### src/hdl/ooo_pkg.sv
/*
 * Shared definitions for the out-of-order issue stage
 * Widths, ALU opcodes, the instruction word union and the
 * station, issue and common data bus records
 */
package ooo_pkg;

    // Datapath and naming widths
    localparam int xlen = 32;
    localparam int tag_w = 4;
    localparam int reg_w = 3;
    localparam int num_regs = 2 ** reg_w;

    // Tag 0 is reserved for "value present"
    localparam int max_tag = 2 ** tag_w - 1;

    // Immediate field width in the 16-bit immediate form
    localparam int imm_w = 6;

    typedef enum logic [2:0] {
        alu_add = 3'd0,
        alu_sub = 3'd1,
        alu_and = 3'd2,
        alu_or  = 3'd3,
        alu_xor = 3'd4,
        alu_sll = 3'd5,
        alu_srl = 3'd6,
        alu_slt = 3'd7
    } alu_op_e;

    // Register form, form bit = 0
    typedef struct packed {
        logic             form;
        alu_op_e          op;
        logic [reg_w-1:0] dest;
        logic [reg_w-1:0] src1;
        logic [reg_w-1:0] src2;
        logic [2:0]       pad;
    } instr_reg_t;

    // Immediate form, form bit = 1
    typedef struct packed {
        logic             form;
        alu_op_e          op;
        logic [reg_w-1:0] dest;
        logic [reg_w-1:0] src1;
        logic [imm_w-1:0] imm;
    } instr_imm_t;

    typedef union packed {
        instr_reg_t reg_form;
        instr_imm_t imm_form;
    } instr_u;

    typedef struct packed {
        logic             busy;
        alu_op_e          op;
        logic [tag_w-1:0] dest_tag;
        logic [tag_w-1:0] q_j;
        logic [tag_w-1:0] q_k;
        logic [xlen-1:0]  v_j;
        logic [xlen-1:0]  v_k;
    } rs_entry_t;

    typedef struct packed {
        logic             valid;
        alu_op_e          op;
        logic [tag_w-1:0] dest_tag;
        logic [xlen-1:0]  a;
        logic [xlen-1:0]  b;
    } issue_pkt_t;

    typedef struct packed {
        logic             valid;
        logic [tag_w-1:0] tag;
        logic [xlen-1:0]  result;
    } cdb_pkt_t;

endpackage

### src/hdl/alu_unit.sv
/*
 * Single-cycle integer ALU. Executes the issued operation and
 * drives the registered result onto the common data bus
 */
`timescale 1ns/1ps

module alu_unit (
    input  logic                clk,
    input  logic                reset,
    input  logic                flush,
    input  ooo_pkg::issue_pkt_t issue,
    output ooo_pkg::cdb_pkt_t   cdb
);

    logic [ooo_pkg::xlen-1:0] result;
    logic [4:0]               shamt;

    // Shift amount from the low bits of b
    assign shamt = issue.b[4:0];

    always_comb begin
        case (issue.op)
            ooo_pkg::alu_add: result = issue.a + issue.b;
            ooo_pkg::alu_sub: result = issue.a - issue.b;
            ooo_pkg::alu_and: result = issue.a & issue.b;
            ooo_pkg::alu_or:  result = issue.a | issue.b;
            ooo_pkg::alu_xor: result = issue.a ^ issue.b;
            ooo_pkg::alu_sll: result = issue.a << shamt;
            ooo_pkg::alu_srl: result = issue.a >> shamt;
            ooo_pkg::alu_slt: begin
                result = '0;
                result[0] = $signed(issue.a) < $signed(issue.b);
            end
            default: result = '0;
        endcase
    end

    // One-cycle valid per issued operation
    always_ff @(posedge clk) begin
        if (reset || flush)
            cdb.valid <= 1'b0;
        else
            cdb.valid <= issue.valid;
    end

    always_ff @(posedge clk) begin
        cdb.tag <= issue.dest_tag;
        cdb.result <= result;
    end

endmodule

### src/hdl/dispatch_unit.sv
/*
 * Dispatch unit. Decodes the instruction word, renames sources
 * through the register status table, allocates a tag and a free
 * station, and retires bus results into the register file
 */
`timescale 1ns/1ps

module dispatch_unit #(
    parameter int num_rs = 4
) (
    input  logic                          clk,
    input  logic                          reset,
    input  logic                          flush,
    input  logic                          instr_valid,
    input  ooo_pkg::instr_u               instr,
    input  logic [num_rs-1:0]             rs_busy,
    input  ooo_pkg::cdb_pkt_t             cdb,
    output logic                          ready,
    output logic [ooo_pkg::tag_w-1:0]     dispatch_tag,
    output logic [num_rs-1:0]             wr_sel,
    output ooo_pkg::rs_entry_t            wr_entry
);

    localparam logic [ooo_pkg::tag_w-1:0] first_tag = 1;

    logic [ooo_pkg::xlen-1:0]  regfile [ooo_pkg::num_regs];
    logic [ooo_pkg::tag_w-1:0] status  [ooo_pkg::num_regs];
    logic [ooo_pkg::max_tag:0] in_use;
    logic [ooo_pkg::tag_w-1:0] next_tag;

    logic [num_rs-1:0]         free_sel;
    logic                      found;
    logic                      accept;
    logic                      imm_form;
    logic [ooo_pkg::reg_w-1:0] dest;
    logic [ooo_pkg::reg_w-1:0] src1;
    logic [ooo_pkg::reg_w-1:0] src2;
    logic [ooo_pkg::tag_w-1:0] tag_j;
    logic [ooo_pkg::tag_w-1:0] tag_k;
    logic [ooo_pkg::xlen-1:0]  imm_ext;

    // Lowest free station
    always_comb begin
        free_sel = '0;
        found = 1'b0;
        for (int i = 0; i < num_rs; i++) begin
            if (!rs_busy[i] && !found) begin
                free_sel[i] = 1'b1;
                found = 1'b1;
            end
        end
    end

    assign ready = found && !in_use[next_tag] && !flush;
    assign accept = instr_valid && ready;
    assign dispatch_tag = next_tag;
    assign wr_sel = accept ? free_sel : '0;

    // Both forms keep the form bit, op, dest and src1 in the same place
    assign imm_form = instr.imm_form.form;
    assign dest = instr.reg_form.dest;
    assign src1 = instr.reg_form.src1;
    assign src2 = instr.reg_form.src2;
    assign imm_ext = {{(ooo_pkg::xlen - ooo_pkg::imm_w){instr.imm_form.imm[ooo_pkg::imm_w-1]}},
                      instr.imm_form.imm};

    assign tag_j = status[src1];
    assign tag_k = status[src2];

    // Rename sources and forward a result broadcast this cycle
    always_comb begin
        wr_entry.busy = 1'b1;
        wr_entry.op = instr.reg_form.op;
        wr_entry.dest_tag = next_tag;

        if (tag_j == '0) begin
            wr_entry.q_j = '0;
            wr_entry.v_j = regfile[src1];
        end else if (cdb.valid && cdb.tag == tag_j) begin
            wr_entry.q_j = '0;
            wr_entry.v_j = cdb.result;
        end else begin
            wr_entry.q_j = tag_j;
            wr_entry.v_j = '0;
        end

        if (imm_form || tag_k == '0) begin
            wr_entry.q_k = '0;
            wr_entry.v_k = imm_form ? imm_ext : regfile[src2];
        end else if (cdb.valid && cdb.tag == tag_k) begin
            wr_entry.q_k = '0;
            wr_entry.v_k = cdb.result;
        end else begin
            wr_entry.q_k = tag_k;
            wr_entry.v_k = '0;
        end
    end

    always_ff @(posedge clk) begin
        if (reset) begin
            for (int r = 0; r < ooo_pkg::num_regs; r++) begin
                regfile[r] <= '0;
                status[r] <= '0;
            end
            in_use <= '0;
            next_tag <= first_tag;
        end else begin
            // Retire only if the writer is still the latest for that register
            for (int r = 0; r < ooo_pkg::num_regs; r++) begin
                if (cdb.valid && status[r] == cdb.tag) begin
                    regfile[r] <= cdb.result;
                    status[r] <= '0;
                end
            end
            if (cdb.valid)
                in_use[cdb.tag] <= 1'b0;

            if (flush) begin
                for (int r = 0; r < ooo_pkg::num_regs; r++)
                    status[r] <= '0;
                in_use <= '0;
            end else if (accept) begin
                status[dest] <= next_tag;
                in_use[next_tag] <= 1'b1;
                next_tag <= (next_tag == '1) ? first_tag : next_tag + 1'b1;
            end
        end
    end

endmodule

### src/hdl/ooo_issue_top.sv
/*
 * Issue stage top. Dispatch feeds the reservation stations,
 * which issue to the ALU that broadcasts on the common data bus
 */
`timescale 1ns/1ps

module ooo_issue_top #(
    parameter int num_rs = 4
) (
    input  logic                      clk,
    input  logic                      reset,
    input  logic                      flush,
    input  logic                      instr_valid,
    input  ooo_pkg::instr_u           instr,
    output logic                      ready,
    output logic [ooo_pkg::tag_w-1:0] dispatch_tag,
    output ooo_pkg::cdb_pkt_t         cdb,
    output logic [num_rs-1:0]         rs_busy
);

    logic [num_rs-1:0]   wr_sel;
    ooo_pkg::rs_entry_t  wr_entry;
    ooo_pkg::issue_pkt_t issue;

    dispatch_unit #(.num_rs(num_rs)) u_dispatch (
        .clk          (clk),
        .reset        (reset),
        .flush        (flush),
        .instr_valid  (instr_valid),
        .instr        (instr),
        .rs_busy      (rs_busy),
        .cdb          (cdb),
        .ready        (ready),
        .dispatch_tag (dispatch_tag),
        .wr_sel       (wr_sel),
        .wr_entry     (wr_entry)
    );

    rs_array #(.num_rs(num_rs)) u_rs_array (
        .clk      (clk),
        .reset    (reset),
        .flush    (flush),
        .wr_sel   (wr_sel),
        .wr_entry (wr_entry),
        .cdb      (cdb),
        .rs_busy  (rs_busy),
        .issue    (issue)
    );

    alu_unit u_alu (
        .clk   (clk),
        .reset (reset),
        .flush (flush),
        .issue (issue),
        .cdb   (cdb)
    );

endmodule

### src/hdl/rs_array.sv
/*
 * Reservation station array. Writes the selected station,
 * picks the lowest-index ready station and registers its issue
 */
`timescale 1ns/1ps

module rs_array #(
    parameter int num_rs = 4
) (
    input  logic               clk,
    input  logic               reset,
    input  logic               flush,
    input  logic [num_rs-1:0]  wr_sel,
    input  ooo_pkg::rs_entry_t wr_entry,
    input  ooo_pkg::cdb_pkt_t  cdb,
    output logic [num_rs-1:0]  rs_busy,
    output ooo_pkg::issue_pkt_t issue
);

    ooo_pkg::rs_entry_t entries [num_rs];
    ooo_pkg::rs_entry_t pick_entry;
    logic [num_rs-1:0]  ready_op;
    logic [num_rs-1:0]  take;
    logic               any_ready;

    for (genvar i = 0; i < num_rs; i++) begin : g_rs
        rs_station u_station (
            .clk      (clk),
            .reset    (reset),
            .flush    (flush),
            .wr_en    (wr_sel[i]),
            .wr_entry (wr_entry),
            .cdb      (cdb),
            .take     (take[i]),
            .entry    (entries[i]),
            .ready_op (ready_op[i])
        );
        assign rs_busy[i] = entries[i].busy;
    end

    // Lowest index wins
    always_comb begin
        take = '0;
        any_ready = 1'b0;
        pick_entry = entries[0];
        for (int i = 0; i < num_rs; i++) begin
            if (ready_op[i] && !any_ready) begin
                take[i] = 1'b1;
                any_ready = 1'b1;
                pick_entry = entries[i];
            end
        end
    end

    always_ff @(posedge clk) begin
        if (reset || flush)
            issue.valid <= 1'b0;
        else
            issue.valid <= any_ready;
    end

    always_ff @(posedge clk) begin
        issue.op <= pick_entry.op;
        issue.dest_tag <= pick_entry.dest_tag;
        issue.a <= pick_entry.v_j;
        issue.b <= pick_entry.v_k;
    end

endmodule

### src/hdl/rs_station.sv
/*
 * Single reservation station. Holds one operation and
 * captures missing operands from the common data bus
 */
`timescale 1ns/1ps

module rs_station (
    input  logic               clk,
    input  logic               reset,
    input  logic               flush,
    input  logic               wr_en,
    input  ooo_pkg::rs_entry_t wr_entry,
    input  ooo_pkg::cdb_pkt_t  cdb,
    input  logic               take,
    output ooo_pkg::rs_entry_t entry,
    output logic               ready_op
);

    logic hit_j;
    logic hit_k;

    // Tag 0 never matches, so a present operand is left alone
    assign hit_j = cdb.valid && entry.q_j != '0 && entry.q_j == cdb.tag;
    assign hit_k = cdb.valid && entry.q_k != '0 && entry.q_k == cdb.tag;

    always_ff @(posedge clk) begin
        if (reset || flush) begin
            entry.busy <= 1'b0;
            entry.q_j <= '0;
            entry.q_k <= '0;
        end else if (wr_en) begin
            entry.busy <= wr_entry.busy;
            entry.q_j <= wr_entry.q_j;
            entry.q_k <= wr_entry.q_k;
        end else begin
            if (take)
                entry.busy <= 1'b0;
            if (hit_j)
                entry.q_j <= '0;
            if (hit_k)
                entry.q_k <= '0;
        end
    end

    // Operation and operand values
    always_ff @(posedge clk) begin
        if (wr_en) begin
            entry.op <= wr_entry.op;
            entry.dest_tag <= wr_entry.dest_tag;
            entry.v_j <= wr_entry.v_j;
            entry.v_k <= wr_entry.v_k;
        end else begin
            if (hit_j)
                entry.v_j <= cdb.result;
            if (hit_k)
                entry.v_k <= cdb.result;
        end
    end

    assign ready_op = entry.busy && entry.q_j == '0 && entry.q_k == '0;

endmodule

### config.mk
export PLATFORM = sky130hd
export DESIGN_NAME = ooo_issue_top
export DESIGN_NICKNAME = d
export VERILOG_FILES = /design/src/hdl/ooo_pkg.sv /design/src/hdl/alu_unit.sv /design/src/hdl/dispatch_unit.sv /design/src/hdl/ooo_issue_top.sv /design/src/hdl/rs_array.sv /design/src/hdl/rs_station.sv
export SDC_FILE = /design/constraint.sdc
export NUM_CORES = 2
export LEC_CHECK = 0
export ABC_AREA = 1
export BUFFER_PORTS_ARGS = -buffer_cell sky130_fd_sc_hd__buf_2
export CAP_MARGIN = 10
export CORE_MARGIN = 5
export CORE_UTILIZATION = 35
export DETAILED_ROUTE_END_ITERATION = 8
export GPL_TIMING_DRIVEN = 0
export PLACE_DENSITY = 0.52
export SYNTH_ARGS = -nofsm -noshare
export SYNTH_HDL_FRONTEND = slang
export SYNTH_SLANG_ARGS = --single-unit
### constraint.sdc
create_clock -name clk -period 3.72 [get_ports clk]
set_clock_uncertainty 0.2 [all_clocks]
set_input_delay 0.372 -clock clk [delete_from_list [all_inputs] [get_ports clk]]
set_output_delay 0.372 -clock clk [all_outputs]
set_load 0.01 [all_outputs]
==> summary.md <==
| Metric | Value |
|---|---|
| DRT iter0 DRCs | between 5000 and 6000 |
| Sequential area share after synthesis | 0.4632 |
| Worst VDD drop | ~0.00031 V |
| Initial Util | 0.3521 |
| First-pass GRT wire length | ~300000 um |
| Synth top area cells | edfxtp_1 39%, nand2_1 13%, dfxtp_1 7.5% |
| Worst Hold End | u_alu.cdb[35] |
| Power Dens Cells | between 400 and 500 nW/um^2 |
| Wirelength, routed | 213400 um |
| Number of fill cells | approximately 13000 |
| Failing checks | setup timing |
| Synth top area share | 0.3885 |
| Reported max-cap violation count | 0 |
| Register cell area after layout | approximately 20000 sq um |
| Routability cong. | between 0.9 and 1 |
| Synth top cells by count | 1491 x nand2_1, 738 x nor2_1, 572 x edfxtp_1 |
| Final setup viols | 1 |
| Final nets | between 6000 and 7000 |
| R2R depth | 11 |
| Clock Latency Late Sink | between 0.6 and 0.7 ns |
| WS Path Type | flop to flop |
| CP Max Fanout | 10 |
| Placed cell area | ~47000 sq um |
| Unrepaired setup endpoints after global routing | false |
| Max Buffers Root-to-Sink | 3 |
| Vias in the first global route | slightly above 40000 |
| CTS root buf | clkbuf_16 |
| Multi-input logic area | 20510 sq um |
| Flops & latches, synth | ~740 |
| Fin crit share | 1.000 |
| Full die area | roughly 130000 sq um |
| Ratio of cells with drive above 1 in the final layout | 0.08188 |
| Clock Sinks | roughly 740 |
| Reg-to-Reg Start | u_rs_array.issue[0] |
| CTS H-Tree Depth | 3 |
| Via count | between 40000 and 50000 |
| Syn Area/Cell | between 7 and 8 sq um |
| Grt ovf | 0 |
| Hold Crit Depth | 0 |
| Slew @ Worst Pin | about 1.4 ns |
| Post-synth EDFFs | 572 |
| Synthesized instance count | slightly below 6000 |
| Ports | 66 |
| Gr usage total | 0.3103 |
| Slew Limit Headroom | 0.06513 |
| Yosys top cell by area | edfxtp_1 |
| CTS tree | done |
| DRC violations left | 0 |
| I/O Buffers | 60 |
| FF-to-FF End | u_alu.cdb[15] |
| Final Hold Fails | 0 |
| Die Wd | about 370 um |
| Required @ worst endpoint | a little over 4 ns |
| Tot Pwr | 23.97 mW |
| 1st-pass router iterations | 9 |
| Max Freq | roughly 0.27 GHz |
| Slew Viols, Final | 0 |
| Min Tclk post-route | approximately 3.7 ns |
| Clock transition at the registers of the reported paths | around 0.060 ns |
| Largest net degree at the start of global routing | 33 |
| DR WL/cell | about 28 um |
| Setup slack, reg-to-reg | -0.002 ns |
| Critical path endpoint category | flop |
| Synthesis warning total | 0 |
| HPWL Detailed | 169600 um |
| Row count | 130 |
| Hold_sp | u_rs_array.issue[67] |
| Fin util | 0.3980 |
| Final Cell Area | approximately 50000 sq um |
| Mapped Nets | between 5000 and 6000 |
| Status | finished, violations left |
| CP Launch Type | flop |
| Worst EP arrival | ~4.1 ns |
| Main synth FF type | edfxtp_1 |
| Top-count cell post-synth | nand2_1 |
| Area Overhead vs Synth | 13.04% |
| Hold Crit Class | flop to flop |
| Synth Cell Area | 44210 sq um |
| Leakage | 20.31 nW |
| Vias per cell | 5.654 |
| TritonCTS Buffers | 86 |
| Yosys cell types | between 50 and 60 |
| Async S/R FF share, synth | 0 |
| Chip Height | between 300 and 400 um |
| Initial antenna violation count | 6 |
| Post-route ant nets | 0 |
| Final worst slack | -0.001736 ns |
| Core ar. | between 100000 and 150000 sq um |
## report_power, final
group          internal [mW]  total (mW)  switching [mW]  leakage [nW]
sequential              9.40        9.98           0.581          6.98
clock                   5.19        8.88            3.69          1.43
combinational           1.32        5.11            3.79          11.9
total                   15.9        24.0            8.07          20.3
## logic make-up after synthesis
logic type / after synthesis / synth area share
muxes: 6 / 0.001358
adders and majority gates: 103 / 0.02949
AOI/OAI and AO/OA: 1168 / 0.1534
and+or+nand+nor: 2912 / 0.2710
buffers and inverters: 817 / 0.07576
xor gates and xnor gates: 29 / 0.005745
DFF: 737 / 0.4632
## per-layer routing
| layer | vias to the layer above | GRT usage | routed length, um | share of wire |
|---|---|---|---|---|
| met5 | - | 0 | 27 | 0.00013 |
| met3 | 470 | 0.03632 | 14490 | 0.068 |
| met1 | 20839 | 0.3967 | 86240 | 0.40 |
| met2 | 2090 | 0.5153 | 98980 | 0.46 |
| li1 | 19904 | - | - | - |
| met4 | 4 | 0.1679 | 13670 | 0.064 |
## cells in the final DEF, fill, tap and decap left out, types with 101 or more instances in the layout
master / n
buf_2: 156
inv_1: 396
o211ai_1: 132
nor2_1: 737
clkbuf_1: 208
ha_1: 101
nand3_1: 554
dfxtp_1: 164
edfxtp_1: 572
nand2_1: 1466
o21ai_0: 443
a21oi_1: 322
## through the flow
stage	TNS (ns)	cells	hold WS, ns	setup WS [ns]
floorplan	0	5772	0.1096	0.7721
global placement	-445.97	7482	0.1108	-1.228
detailed placement	-72.47	7494	0.1139	-1.207
CTS	0	7658	0.06405	0.003655
global route	0	7660	0.09830	0.002371
finish	-0.001736	7660	0.1253	-0.001736
## what timing repair did
action	in CTS	in global routing
endpoints found under the hold margin	28	0
gates resized for setup	35	29
pin swaps	0	1
hold buffers	9	0
endpoints found under the setup margin	322	129
buffers inserted	0	2
cloned	0	0
## final cells by class
type / instances / share of cell area
flip-flops and latches: 737 / 0.4098
clock buffers: 108 / 0.04614
diodes: 1 / 0.00005007
repair buffers: 83 / 0.01292
well taps: 1650 / 0.04131
plain buffers: 365 / 0.03392
clock inverters: 52 / 0.01194
multi-input cells: 4218 / 0.4104
inverters: 446 / 0.03350
## worst max-delay path, cell delays in order, from the launching register on
cell and delay (ns):
dfxtp_1 0.60, buf_2 0.29, clkbuf_1 0.53, nand2_1 0.19, o21ai_0 0.39, mux2i_1 0.26, o21ai_0 0.43, or2_2 0.19
nand3_1 0.23, nand2_1 0.22, inv_1 0.07, nand4_1 0.06
## sequential cells by signal (all words and copies together) (netlist names)
| register | cells |
|---|---|
| u_rs_array.g_rs.u_station.entry | 320 |
| u_dispatch.dispatch_tag | 4 |
| u_rs_array.issue | 72 |
| u_dispatch.status | 32 |
| u_dispatch.regfile | 256 |
| u_alu.cdb | 37 |
| u_dispatch.in_use | 16 |
## how the worst max path moves through the flow
stage | end | slack [ns] | start
floorplan | u_rs_array.g_rs[2].u_station.entry[0] | 0.77 | u_dispatch.dispatch_tag[0]
global placement | u_alu.cdb[10] | -1.23 | u_rs_array.issue[1]
detailed placement | u_alu.cdb[10] | -1.21 | u_rs_array.issue[1]
CTS | u_alu.cdb[30] | 0.004 | u_rs_array.issue[1]
global route | u_alu.cdb[5] | 0.002 | u_rs_array.issue[0]
finish | u_alu.cdb[15] | -0.002 | u_rs_array.issue[0]
(Power assumes the default switching activity.)
